**config.mk**
```make
export PLATFORM = sky130hd
export DESIGN_NAME = mylstar_io
export DESIGN_NICKNAME = d
export VERILOG_FILES = /design/src/rtl/mylstar_pkg.sv /design/src/rtl/mylstar_io.sv /design/src/rtl/audio_dac.sv /design/src/rtl/download_control.sv /design/src/rtl/spinner.sv /design/src/rtl/input_mapper.sv /design/src/rtl/clock_enables.sv
export SDC_FILE = /design/constraint.sdc
export NUM_CORES = 1
export LEC_CHECK = 0
export BUFFER_PORTS_ARGS = -buffer_cell sky130_fd_sc_hd__buf_2
export CAP_MARGIN = 20
export CORE_ASPECT_RATIO = 1.75
export CORE_MARGIN = 3
export CORE_UTILIZATION = 55
export DETAILED_ROUTE_END_ITERATION = 16
export GPL_ROUTABILITY_DRIVEN = 0
export PLACE_DENSITY_LB_ADDON = 0.3
export SLEW_MARGIN = 25
export SYNTH_ARGS = -nofsm -noshare
export SYNTH_HDL_FRONTEND = slang
export SYNTH_HIERARCHICAL = 1
export SYNTH_SLANG_ARGS = --single-unit
```
**constraint.sdc**
```tcl
create_clock -name clk_sys -period 4.28 [get_ports clk_sys]
set_clock_uncertainty 0.1 [all_clocks]
set_input_delay 1.07 -clock clk_sys [delete_from_list [all_inputs] [get_ports clk_sys]]
set_output_delay 1.07 -clock clk_sys [all_outputs]
set_load 0.005 [all_outputs]
```
**src/rtl/mylstar_pkg.sv**
```systemverilog
package mylstar_pkg;

	// game number as reported by the core_mod field
	typedef enum logic [6:0] {
		qbert    = 7'd0,
		qub      = 7'd1,
		mplanets = 7'd2,
		krull    = 7'd3,
		curvebal = 7'd4,
		tylz     = 7'd5,
		insector = 7'd6,
		argus    = 7'd7,
		kngtmare = 7'd8
	} game_t;

	localparam int joy_w = 16; // one player control word

	// main stick
	localparam int joy_right = 0;
	localparam int joy_left  = 1;
	localparam int joy_down  = 2;
	localparam int joy_up    = 3;

	localparam int joy_fire_a = 4;
	localparam int joy_fire_b = 5;
	localparam int joy_fire_c = 6;
	localparam int joy_fire_d = 7;

	// second stick
	localparam int joy_right_b = 8;
	localparam int joy_left_b  = 9;
	localparam int joy_down_b  = 10;
	localparam int joy_up_b    = 11;

	localparam int joy_coin  = 12;
	localparam int joy_start = 13;

	// ioctl download kinds
	localparam logic [7:0] rom_index   = 8'h00;
	localparam logic [7:0] nvram_index = 8'hFF;

	localparam int pos_w = 8; // spinner position

endpackage
```
**src/rtl/mylstar_io.sv**
```systemverilog
`timescale 1ns/10ps

module mylstar_io #(
	parameter int cpu_div   = 8,
	parameter int sound_div = 45,
	parameter int dac_bits  = 8
) (
	input  logic                          clk_sys,
	input  logic                          rst_i,
	input  logic [mylstar_pkg::joy_w-1:0] p1_i,
	input  logic [mylstar_pkg::joy_w-1:0] p2_i,
	input  logic                          service_i,
	input  logic                          diagonal_i,
	input  mylstar_pkg::game_t            game_i,
	input  logic                          vb_i,
	input  logic                          trackball_reset_i,
	input  logic                          ioctl_downl_i,
	input  logic [7:0]                    ioctl_index_i,
	input  logic                          ioctl_wr_i,
	input  logic [24:0]                   ioctl_addr_i,
	input  logic                          reset_req_i,
	input  logic [dac_bits-1:0]           audio_i,
	output logic [7:0]                    ip1710_o,
	output logic [7:0]                    ip4740_o,
	output logic [15:0]                   ipa1j2_o,
	output logic                          rom_init_o,
	output logic                          nvram_init_o,
	output logic                          port1_req_o,
	output logic                          port2_req_o,
	output logic                          core_reset_o,
	output logic                          cpu_clk_o,
	output logic                          cen_5_o,
	output logic                          cen_10p_o,
	output logic                          cen_10n_o,
	output logic                          sound_cen_o,
	output logic                          audio_o
);
	import mylstar_pkg::*;

	logic             spin_rst;
	logic [pos_w-1:0] spin_pos;
	logic [pos_w-1:0] track_x;
	logic [pos_w-1:0] track_y;

	assign spin_rst = core_reset_o | trackball_reset_i;

	clock_enables #(.cpu_div(cpu_div), .sound_div(sound_div)) i_clock_enables (
		.clk_sys, .rst_i, .cpu_clk_o, .cen_5_o, .cen_10p_o, .cen_10n_o, .sound_cen_o
	);

	download_control i_download_control (
		.clk_sys, .rst_i, .ioctl_downl_i, .ioctl_index_i, .ioctl_wr_i, .reset_req_i,
		.rom_init_o, .nvram_init_o, .port1_req_o, .port2_req_o, .core_reset_o
	);

	// mad planets spinner on fire c/d or the second stick
	spinner #(.accel(1'b0)) i_spin_planets (
		.clk_sys, .rst_i(spin_rst), .vb_i,
		.left_i(p1_i[joy_fire_c] | p1_i[joy_left_b]),
		.right_i(p1_i[joy_fire_d] | p1_i[joy_right_b]),
		.pos_o(spin_pos)
	);

	spinner #(.accel(1'b1)) i_spin_x (
		.clk_sys, .rst_i(spin_rst), .vb_i,
		.left_i(p1_i[joy_left]), .right_i(p1_i[joy_right]), .pos_o(track_x)
	);

	spinner #(.accel(1'b1)) i_spin_y (
		.clk_sys, .rst_i(spin_rst), .vb_i,
		.left_i(p1_i[joy_up]), .right_i(p1_i[joy_down]), .pos_o(track_y)
	);

	input_mapper i_input_mapper (
		.clk_sys, .rst_i, .game_i, .p1_i, .p2_i, .service_i, .diagonal_i,
		.spin_i(spin_pos), .track_x_i(track_x), .track_y_i(track_y),
		.ip1710_o, .ip4740_o, .ipa1j2_o
	);

	audio_dac #(.dac_bits(dac_bits)) i_audio_dac (
		.clk_sys, .rst_i, .audio_i, .audio_o
	);

endmodule

```
**src/rtl/audio_dac.sv**
```systemverilog
`timescale 1ns/10ps

module audio_dac #(
	parameter int dac_bits = 8
) (
	input  logic                clk_sys,
	input  logic                rst_i,
	input  logic [dac_bits-1:0] audio_i,
	output logic                audio_o
);
	logic [dac_bits:0] acc; // top bit is the carry

	// first-order sigma-delta with the carry out as the bit stream
	always_ff @(posedge clk_sys) begin
		if (rst_i) begin
			acc <= '0;
		end else begin
			acc <= {1'b0, acc[dac_bits-1:0]} + {1'b0, audio_i}; // carry dropped
		end
	end

	assign audio_o = acc[dac_bits];

endmodule

```
**src/rtl/download_control.sv**
```systemverilog
`timescale 1ns/10ps

module download_control (
	input  logic       clk_sys,
	input  logic       rst_i,
	input  logic       ioctl_downl_i,
	input  logic [7:0] ioctl_index_i,
	input  logic       ioctl_wr_i,
	input  logic       reset_req_i,
	output logic       rom_init_o,
	output logic       nvram_init_o,
	output logic       port1_req_o,
	output logic       port2_req_o,
	output logic       core_reset_o
);
	import mylstar_pkg::*;

	logic wr_q;
	logic wr_qq;
	logic downl_q;
	logic loaded; // sticky once the first download ends

	assign rom_init_o   = ioctl_downl_i && ioctl_index_i == rom_index;
	assign nvram_init_o = ioctl_downl_i && ioctl_index_i == nvram_index;

	// write strobes become toggle requests for both sdram ports
	always_ff @(posedge clk_sys) begin
		if (rst_i) begin
			wr_q        <= 1'b0;
			wr_qq       <= 1'b0;
			port1_req_o <= 1'b0;
			port2_req_o <= 1'b0;
		end else begin
			wr_q  <= ioctl_wr_i;
			wr_qq <= wr_q;
			if (rom_init_o && wr_q && !wr_qq) begin
				port1_req_o <= ~port1_req_o;
				port2_req_o <= ~port2_req_o;
			end
		end
	end

	always_ff @(posedge clk_sys) begin
		if (rst_i) begin
			downl_q      <= 1'b0;
			loaded       <= 1'b0;
			core_reset_o <= 1'b1;
		end else begin
			downl_q <= ioctl_downl_i;
			if (downl_q && !ioctl_downl_i) begin
				loaded <= 1'b1; // falling edge of downl
			end
			core_reset_o <= reset_req_i | ~loaded;
		end
	end

endmodule

```
**src/rtl/spinner.sv**
```systemverilog
`timescale 1ns/10ps

module spinner #(
	parameter bit accel = 1'b0
) (
	input  logic                          clk_sys,
	input  logic                          rst_i,
	input  logic                          left_i,
	input  logic                          right_i,
	input  logic                          vb_i,
	output logic [mylstar_pkg::pos_w-1:0] pos_o
);
	import mylstar_pkg::*;

	logic       vb_d;
	logic       frame;
	logic       right_last; // direction of the previous move
	logic [3:0] step;       // last frame's step or 0 when idle
	logic [3:0] step_n;

	assign frame = vb_i & ~vb_d;

	always_comb begin
		step_n = 4'd0;
		if (left_i ^ right_i) begin
			if (accel && step != 4'd0 && right_last == right_i) begin
				step_n = (step == 4'd8) ? 4'd8 : step << 1; // doubles up to 8
			end else begin
				step_n = 4'd1;
			end
		end
	end

	always_ff @(posedge clk_sys) begin
		if (rst_i) begin
			vb_d       <= 1'b0;
			right_last <= 1'b0;
			step       <= 4'd0;
			pos_o      <= '0;
		end else begin
			vb_d <= vb_i;
			if (frame) begin
				step       <= step_n;
				right_last <= right_i;
				if (right_i) begin
					pos_o <= pos_o + pos_w'(step_n);
				end else begin
					pos_o <= pos_o - pos_w'(step_n); // wraps below zero
				end
			end
		end
	end

endmodule

```
**src/rtl/input_mapper.sv**
```systemverilog
`timescale 1ns/10ps

module input_mapper (
	input  logic                          clk_sys,
	input  logic                          rst_i,
	input  mylstar_pkg::game_t            game_i,
	input  logic [mylstar_pkg::joy_w-1:0] p1_i,
	input  logic [mylstar_pkg::joy_w-1:0] p2_i,
	input  logic                          service_i,
	input  logic                          diagonal_i,
	input  logic [mylstar_pkg::pos_w-1:0] spin_i,
	input  logic [mylstar_pkg::pos_w-1:0] track_x_i,
	input  logic [mylstar_pkg::pos_w-1:0] track_y_i,
	output logic [7:0]                    ip1710_o,
	output logic [7:0]                    ip4740_o,
	output logic [15:0]                   ipa1j2_o
);
	import mylstar_pkg::*;

	logic [7:0]  in1;
	logic [7:0]  in4;
	logic [15:0] ina;

	always_comb begin
		in1 = {p1_i[joy_fire_a], ~service_i, 2'b00, p2_i[joy_coin], p1_i[joy_coin],
			p2_i[joy_start], p1_i[joy_start]};
		if (diagonal_i) begin
			// each line is the AND of two neighbouring directions
			in4 = {p2_i[joy_down] & p2_i[joy_left], p2_i[joy_up] & p2_i[joy_right],
				p2_i[joy_left] & p2_i[joy_up], p2_i[joy_right] & p2_i[joy_down],
				p1_i[joy_down] & p1_i[joy_left], p1_i[joy_up] & p1_i[joy_right],
				p1_i[joy_left] & p1_i[joy_up], p1_i[joy_right] & p1_i[joy_down]};
		end else begin
			in4 = {p2_i[joy_down], p2_i[joy_up], p2_i[joy_left], p2_i[joy_right],
				p1_i[joy_down], p1_i[joy_up], p1_i[joy_left], p1_i[joy_right]};
		end
		ina = '0;

		case (game_i)
			mplanets: begin
				in1 = {~service_i, p1_i[joy_fire_a], 4'd0, p2_i[joy_coin], p1_i[joy_coin]};
				in4 = {p1_i[joy_fire_b], p2_i[joy_start], p1_i[joy_start], p1_i[joy_fire_a],
					p1_i[joy_left], p1_i[joy_down], p1_i[joy_right], p1_i[joy_up]};
				ina = {spin_i, spin_i};
			end
			krull: begin
				in1 = {p2_i[joy_start], p1_i[joy_start], 2'b00, p2_i[joy_coin],
					p1_i[joy_coin], p1_i[joy_fire_a], ~service_i};
				// right stick comes from player 2 or the second stick of player 1
				in4 = {p1_i[joy_left], p1_i[joy_down], p1_i[joy_right], p1_i[joy_up],
					p2_i[joy_left] | p1_i[joy_left_b], p2_i[joy_down] | p1_i[joy_down_b],
					p2_i[joy_right] | p1_i[joy_right_b], p2_i[joy_up] | p1_i[joy_up_b]};
			end
			curvebal: begin
				in1 = {4'd0, p2_i[joy_coin], p1_i[joy_coin], p1_i[joy_fire_a], ~service_i};
				in4 = {1'b0, p1_i[joy_fire_d] | p1_i[joy_down], // bunt
					1'b0, p1_i[joy_fire_c] | p1_i[joy_right],     // pitch right
					1'b0, p1_i[joy_fire_b] | p1_i[joy_left],      // pitch left
					p1_i[joy_fire_a] | p1_i[joy_up], 1'b0};        // swing
			end
			tylz: begin
				in1 = {4'd0, p1_i[joy_coin], p2_i[joy_coin], p1_i[joy_fire_a], ~service_i};
				in4 = {1'b0, p2_i[joy_start], p1_i[joy_start], p1_i[joy_fire_a],
					diagonal_i ? p1_i[joy_left] & p1_i[joy_up] : p1_i[joy_left],
					diagonal_i ? p1_i[joy_right] & p1_i[joy_up] : p1_i[joy_up],
					diagonal_i ? p1_i[joy_right] & p1_i[joy_down] : p1_i[joy_right],
					diagonal_i ? p1_i[joy_left] & p1_i[joy_down] : p1_i[joy_down]};
			end
			insector: begin
				in1 = {1'b0, ~service_i, p2_i[joy_fire_b], p2_i[joy_fire_a],
					p2_i[joy_coin], p1_i[joy_coin], p1_i[joy_fire_b], p1_i[joy_fire_a]};
				in4 = {p2_i[joy_left], p2_i[joy_down], p2_i[joy_right], p2_i[joy_up],
					p1_i[joy_left], p1_i[joy_down], p1_i[joy_right], p1_i[joy_up]};
			end
			argus: begin
				in1 = {4'h0, p2_i[joy_coin], p1_i[joy_coin], p1_i[joy_fire_a], ~service_i};
				in4 = {4'h0, p2_i[joy_fire_a], p2_i[joy_fire_b],
					p1_i[joy_fire_a], p1_i[joy_fire_b]};
				ina = {track_x_i, track_y_i}; // x high, y low
			end
			kngtmare: begin
				in1 = {4'h0, p2_i[joy_coin], p1_i[joy_coin], 2'b00};
				in4 = {p2_i[joy_start], p1_i[joy_start], p1_i[joy_fire_b], p1_i[joy_fire_a],
					p1_i[joy_right_b] | p2_i[joy_right], p1_i[joy_left],
					p1_i[joy_left_b] | p2_i[joy_left], p1_i[joy_right]};
			end
			default: begin
				ina = '0; // qbert and qub use the plain layout
			end
		endcase
	end

	always_ff @(posedge clk_sys) begin
		if (rst_i) begin
			ip1710_o <= '0;
			ip4740_o <= '0;
			ipa1j2_o <= '0;
		end else begin
			ip1710_o <= in1;
			ip4740_o <= in4;
			ipa1j2_o <= ina;
		end
	end

endmodule

```
**src/rtl/clock_enables.sv**
```systemverilog
`timescale 1ns/10ps

module clock_enables #(
	parameter int cpu_div   = 8,
	parameter int sound_div = 45
) (
	input  logic clk_sys,
	input  logic rst_i,
	output logic cpu_clk_o,
	output logic cen_5_o,
	output logic cen_10p_o,
	output logic cen_10n_o,
	output logic sound_cen_o
);
	localparam int cw = $clog2(cpu_div);
	localparam int sw = $clog2(sound_div);

	logic [cw-1:0] cnt;
	logic [sw-1:0] snd_cnt;

	always_ff @(posedge clk_sys) begin
		if (rst_i) begin
			cnt         <= '0;
			cpu_clk_o   <= 1'b0;
			cen_5_o     <= 1'b0;
			cen_10p_o   <= 1'b0;
			cen_10n_o   <= 1'b0;
		end else begin
			cnt       <= (cnt == cw'(cpu_div - 1)) ? '0 : cnt + 1'b1;
			cpu_clk_o <= cnt[cw-1]; // top bit is the cpu clock
			cen_5_o   <= cnt == cw'(cpu_div - 1);
			cen_10p_o <= cnt == cw'(cpu_div / 2 - 1) || cnt == cw'(cpu_div - 1);
			cen_10n_o <= cnt == cw'(cpu_div / 4 - 1) || cnt == cw'(3 * cpu_div / 4 - 1);
		end
	end

	// sound board enable
	always_ff @(posedge clk_sys) begin
		if (rst_i) begin
			snd_cnt     <= '0;
			sound_cen_o <= 1'b0;
		end else begin
			snd_cnt     <= (snd_cnt == sw'(sound_div - 1)) ? '0 : snd_cnt + 1'b1;
			sound_cen_o <= snd_cnt == sw'(sound_div - 1);
		end
	end

endmodule

```
# Word-level counts from Yosys, hierarchy flattened
# Cells that the tools add are included.
[word_totals]
ff_bits = 97
latchBits = 0
ramBits = 0
rom_bits = 0
inputBits = 89
wordCells = 116
memories = 0
[classes]
add_sub_neg = 9
n_mul = 0
n_div = 0
magnitude_cmp = 0
n_eq_ne = 17
shift = 0
muxes = 18
bitwise_logic = 29
n_reduce_logical = 17
[op_table]
columns = ["operator", "count"]
rows = [
  ["$pmux W8 S7", 1],
  ["$pmux W8 S6", 1],
  ["$mux W8", 4],
  ["$pmux W16 S2", 1],
  ["$eq A7 B3 Y1 const B", 4],
  ["$mux W4", 6],
  ["$add A8 B4 Y8", 2],
  ["$sub A8 B4 Y8", 2],
  ["$eq A7 B2 Y1 const B", 2],
  ["$or A1 B1 Y1", 12],
  ["$add A8 B8 Y9", 1],
  ["$and A1 B1 Y1", 9],
  ["$add A8 B1 Y8", 1],
  ["$eq A4 B4 Y1 const B", 2],
  ["$eq A8 B8 Y1 const B", 1],
  ["$logic_not A8 Y1", 1],
  ["$reduce_bool A4 Y1", 2],
  ["$sub A8 B1 Y8", 1],
  ["$eq A7 B4 Y1 const B", 1],
  ["$logic_and A1 B1 Y1", 7],
  ["$add A6 B1 Y6 const B", 1],
  ["$eq A3 B3 Y1 const B", 2],
  ["$eq A6 B6 Y1 const B", 1],
  ["$reduce_or A2 Y1", 3],
  ["9 further kinds", 22],
]

# Logic depth before layout (Yosys ltp)
[depth]
ltp_word = 6
mapped_depth = 13
mapped_depth_nobuf = 12

# Hierarchy
# Netlist, hierarchy kept.
[by_module_without_submodules]
columns = ["mod", "n_inst", "cells_each", "area_each_um2"]
rows = [
  ["spinner at i_spin_x ...", 2, 120, 972.2],
  ["input_mapper", 1, 237, 1849.3],
  ["spinner at i_spin_planets", 1, 92, 772.0],
  ["clock_enables", 1, 53, 533.0],
  ["audio_dac", 1, 54, 514.2],
  ["download_control", 1, 32, 291.5],
  ["mylstar_io", 1, 3, 18.8],
]

# Worst setup path after synthesis
# No wires, ideal clock.
[synth_path]
path_kind = "input-to-reg"
startpoint = "in p1_i[0] (netlist name)"
endpoint = "reg i_spin_x/pos_o[7] (netlist name)"
setup_time_ns = 0.123
arrival_time_ns = 3.609
path_slack_ns = 0.447
path_stages = 13
path_buffers = 1
cell_sequence = "buf_2 -> nand2_1 -> o2bb2ai_1 -> and2_1 -> inv_1 -> ha_1 -> mux2_2 -> ha_1 -> o21ai_1 -> o31ai_2 -> a211oi_2 -> mux2i_1 -> mux2_1"
[synth_between]
elab_chain_cells = 6
word_cells_on_any_way = 8
classes_between = "add/sub: 2; eq/ne: 1; mux: 3; bitwise: 1; reduce/logical: 1"
[synth_rtl]
columns = ["element", "line", "rtl"]
rows = [
  ["from (decl)", "mylstar_io.sv:10", "input logic [mylstar_pkg::joy_w-1:0] p1_i,"],
  ["$eq A1 B1 Y1", "spinner.sv:26", "if (accel && step != 4'd0 && right_last == right_i) begin"],
  ["$logic_and A1 B1 Y1", "spinner.sv:26", ""],
  ["$mux W4", "spinner.sv:26", ""],
  ["$mux W4", "spinner.sv:25", "if (left_i ^ right_i) begin"],
  ["$sub A8 B4 Y8 or $add A8 B4 Y8 (tied branches)", "spinner.sv:48, spinner.sv:46", ""],
  ["$mux W8 (*)", "spinner.sv:45", "if (right_i) begin"],
  ["to (signal assigned)", "spinner.sv:46", "pos_o <= pos_o + pos_w'(step_n);"],
  ["to (signal assigned)", "spinner.sv:48", "pos_o <= pos_o - pos_w'(step_n);"],
  ["to (decl)", "spinner.sv:11", "output logic [mylstar_pkg::pos_w-1:0] pos_o"],
]
# Every way passes the cells marked *; elsewhere a longest branch is shown, timed or not.
# A chain may end at the register's enable or synchronous reset.

# Final worst setup path
[layout_path]
startpoint = "in p1_i[0] (netlist name)"
endpoint = "reg i_spin_x/pos_o[7] (netlist name)"
[layout_between]
elab_chain_cells = 6
word_cells_on_any_way = 8
classes_between = "add/sub: 2; eq/ne: 1; mux: 3; bitwise: 1; reduce/logical: 1"
[layout_rtl]
columns = ["element", "line", "rtl"]
rows = [
  ["$eq A1 B1 Y1", "spinner.sv:26", ""],
  ["$logic_and A1 B1 Y1", "spinner.sv:26", ""],
  ["$mux W4", "spinner.sv:26", ""],
  ["$mux W4 (*)", "spinner.sv:25", ""],
  ["named net i_spin_x.step_n[0]", "spinner.sv:19", "logic [3:0] step_n;"],
  ["$sub A8 B4 Y8 or $add A8 B4 Y8 (tied branches)", "spinner.sv:48, spinner.sv:46", ""],
  ["$mux W8 (*)", "spinner.sv:45", ""],
]
# Mark *: on every way through the listed nets, which the timed path passes. The rest lies on a longest branch.

==> flow_metrics.py <==
metrics = {
    "floorplan": {
        "die_y_um": 143,
        "dieArea_um2": 12100,
        "start_util_pct": 56.8,
        "core_area_um2": 10400,
        "rows": 49,
        "die_w_um": 84.4,
        "ioPinCount": 132,
    },
    "layout": {
        "num_antenna_cells": 0,
        "multi_input_area_um2": 3610,
        "nets": 917,
        "design_area_um2": 6720,
        "nFillCells": 900,
        "drive_above_1_share_pct": 19.6,
        "final_common_cell": "dfxtp_1",
        "area_delta_synth_final_pct": 13.4,
        "final-seq-area_um2": 1980,
        "final_cell_mix": "dfxtp_1, buf_2, nand2_1, a21oi_1, nor2_1",
    },
    "drt": {
        "vias": 5606,
        "finalWirelength_um": 15100,
        "drt_iter0_drc": 392,
        "drc": 0,
        "antenna_left": 0,
        "dr.pass1.iters": 5,
        "via_per_inst": 6.09,
        "wl_per_cell_um": 16.4,
    },
    "worst_setup_path": {
        "crit_start": "p1_i[0]",
        "required_ps": 4410,
        "reg2reg_setup_slack_ps": 1070,
        "endpoint": "i_spin_x/pos_o[7]",
        "path_max_fanout": 11,
        "end_kind": "flop",
        "rr_endpoint": "i_spin_x/pos_o[7]",
        "arrival_ps": 3940,
        "start_kind": "primary input",
        "reg2reg_from": "i_spin_x/step[0]",
        "path_class": "in -> reg",
        "r2r_cells": 12,
    },
    "logic_synthesis": {
        "synth.area.top_cells": "dfxtp_1, ha_1, a21oi_1",
        "synth_adder_area_share_pct": 8.62,
        "synth_compound_area_share_pct": 21.9,
        "async_flop_share_pct": 0,
        "seq_area_frac_synth_pct": 33.5,
        "yosys_warnings": 6,
        "synth-edff-count": 0,
        "syn-num-nets": 839,
        "synth.cell_area_um2": 5920,
        "yosys.area_share.simple_pct": 23.7,
        "synth-xor-area-share_pct": 2.96,
        "synth_top_area_share_pct": 33.5,
        "synth.ff_latch_count": 99,
        "synth_ff_type": "dfxtp_1",
        "synth_top_family_by_area": "simple AND/OR/NAND/NOR gates",
        "synthMuxAreaShare_pct": 3.74,
        "yosysTopAreaCell": "dfxtp_1",
        "synthesis.instances": 711,
        "synth_cell_types": 79,
        "syn_avg_cell_area_um2": 8.33,
    },
    "sta": {
        "slew_viol_final": 0,
        "setup_viol": 0,
        "maxSlewHeadroom_pct": 39.8,
        "tns_ps": 0,
        "rsz0062_at_grt": "false",
        "fin_crit_ps": 3810,
        "fin_crit_sh_pct": 88.9,
        "finalHoldViolations": 0,
        "max_freq_mhz": 263,
        "tightest_slew_ps": 895,
    },
    "power_and_ir_drop": {
        "power_density_nw_per_um2": 330,
        "irDropWorstVdd_v": 0.000233,
        "leakage_nw": 2.90,
    },
    "global_routing": {
        "grt_overflow": 0,
        "grt_use_met3_pct": 4.21,
        "grt_max_degree": 49,
        "met1_usage_pct": 27.2,
        "grt.met2_usage_pct": 45.7,
        "antenna_found_initial": 0,
        "busiest_layer": "met2",
        "grt_pass1_vias": 5383,
        "globalRouteTotalUtil_pct": 24.8,
        "grt_pass1_wl_um": 24800,
    },
    "flow_run": {
        "maxCapViolCount": 0,
    },
    "clock_network": {
        "cts-buffers-inserted": 9,
        "clock_latency_ps": 340,
        "clockBufferDepth": 2,
        "post_cts_buffers": 0,
        "cts_resized": 0,
        "cts.clk_slew.worst_paths_ps": 70,
        "h-tree-depth": 3,
        "clock_sinks": 99,
        "cts_hold_buf": 0,
        "cts_tree": "built",
        "cts_root_buf": "clkbuf_16",
    },
    "worst_hold_path": {
        "min_path_type": "reg -> reg",
    },
    "place": {
        "post_dp_cell_area_um2": 6410,
        "hpwl_um": 11100,
        "place.port_buffers": 96,
    },
    "run_status": {
        "status": "finished, final reports clean",
    },
}
-- worst min-delay path by stage --
| stage | from | endpoint | slack (ps) | cells past startpoint |
|---|---|---|---|---|
| final | i_download_control/loaded | i_download_control/core_reset_o | 280 | 1 |
| after global routing | i_download_control/loaded | i_download_control/core_reset_o | 290 | 1 |
| after CTS | i_download_control/loaded | i_download_control/core_reset_o | 280 | 1 |
| after detailed placement | i_download_control/loaded | i_download_control/core_reset_o | 270 | 1 |
| after global placement | i_download_control/loaded | i_download_control/core_reset_o | 270 | 1 |
| after floorplan | i_download_control/loaded | i_download_control/core_reset_o | 260 | 1 |
-- cell usage after synthesis, types with 4 or more instances --
| master | count |
|---|---|
| nand4_1 | 7 |
| clkbuf_1 | 18 |
| inv_1 | 25 |
| mux2_2 | 4 |
| nor3b_1 | 4 |
| a211oi_1 | 6 |
| o21ai_1 | 5 |
| a21oi_1 | 69 |
| xor2_1 | 10 |
| mux2_1 | 5 |
| nand2b_1 | 13 |
| a31o_2 | 4 |
| nand2_1 | 87 |
| ha_1 | 36 |
| nand3_1 | 21 |
| mux2i_1 | 12 |
| nor2_1 | 48 |
| nor4_1 | 7 |
| nor3_1 | 13 |
| a221oi_1 | 6 |
| or3_1 | 12 |
| a31oi_1 | 11 |
| buf_4 | 4 |
| buf_6 | 5 |
| a21o_1 | 11 |
| o21a_1 | 4 |
| xnor2_1 | 10 |
| buf_2 | 10 |
| and2_1 | 7 |
| nor2b_1 | 21 |
| dfxtp_1 | 99 |
| o21ai_0 | 36 |
| o211ai_1 | 4 |
-- sequential cells by signal, summed over array words and instances (netlist names), 3 cells and up --
register,count
i_input_mapper/ipa1j2_o,16
i_audio_dac/acc,9
i_input_mapper/ip1710_o,8
i_input_mapper/ip4740_o,8
i_spin_planets/pos_o,8
i_spin_x/pos_o,8
i_spin_y/pos_o,8
i_clock_enables/snd_cnt,6
i_spin_x/step,4
i_spin_y/step,4
i_clock_enables/cnt,3
-- cell families after synthesis --
group	after synthesis
multiplexers	21
AO/OA/AOI/OAI	197
XOR/XNOR	20
adder cells (fa/ha/maj)	39
buffers and inverters	65
AND/OR/NAND/NOR	270
flip-flops	99
-- power breakdown --
part | total, W | leakage (nW) | internal, W | switching, W
Clock | 0.000836 | 0.152 | 0.000487 | 0.000349
Sequential | 0.000981 | 0.806 | 0.000963 | 0.0000180
Combinational | 0.000398 | 1.94 | 0.000170 | 0.000228
Total | 0.00222 | 2.90 | 0.00162 | 0.000595
-- final cells by class --
class	instances	share of cell area (%)
multi-input combinational	547	53.7
tap	127	2.36
clock inverter	5	0.894
clock buffer	11	3.76
inverter	25	1.40
timing repair buffer	107	8.38
sequential	99	29.5
-- layer usage --
layer  vias up  routed length (um)
li1       2700                   -
met5         -                   0
met2       257                7850
met4         0                 556
met3        51                1070
met1      2598                5600
-- through the flow --
step	utilization [%]	instances	power (W)	hold slack, ps	setup WS [ps]
after CTS	64.5	921	0.00223	283	497
after global routing	64.5	921	0.00231	295	317
final	64.5	921	0.00222	281	474
after floorplan	-	711	0.00128	258	447
after global placement	61.5	905	0.00138	265	208
after detailed placement	61.5	905	0.00139	274	132
-- critical path, cell delays in order --
cell and delay, ps:
buf_2 230, xor2_1 250, o21a_1 230, inv_1 70
ha_1 290, inv_1 40, mux2i_1 240, ha_1 330
a211oi_4 280, o31ai_2 100, a211oi_2 250, mux2i_1 230
mux2_1 330
Power figures use the tool's default switching activity.
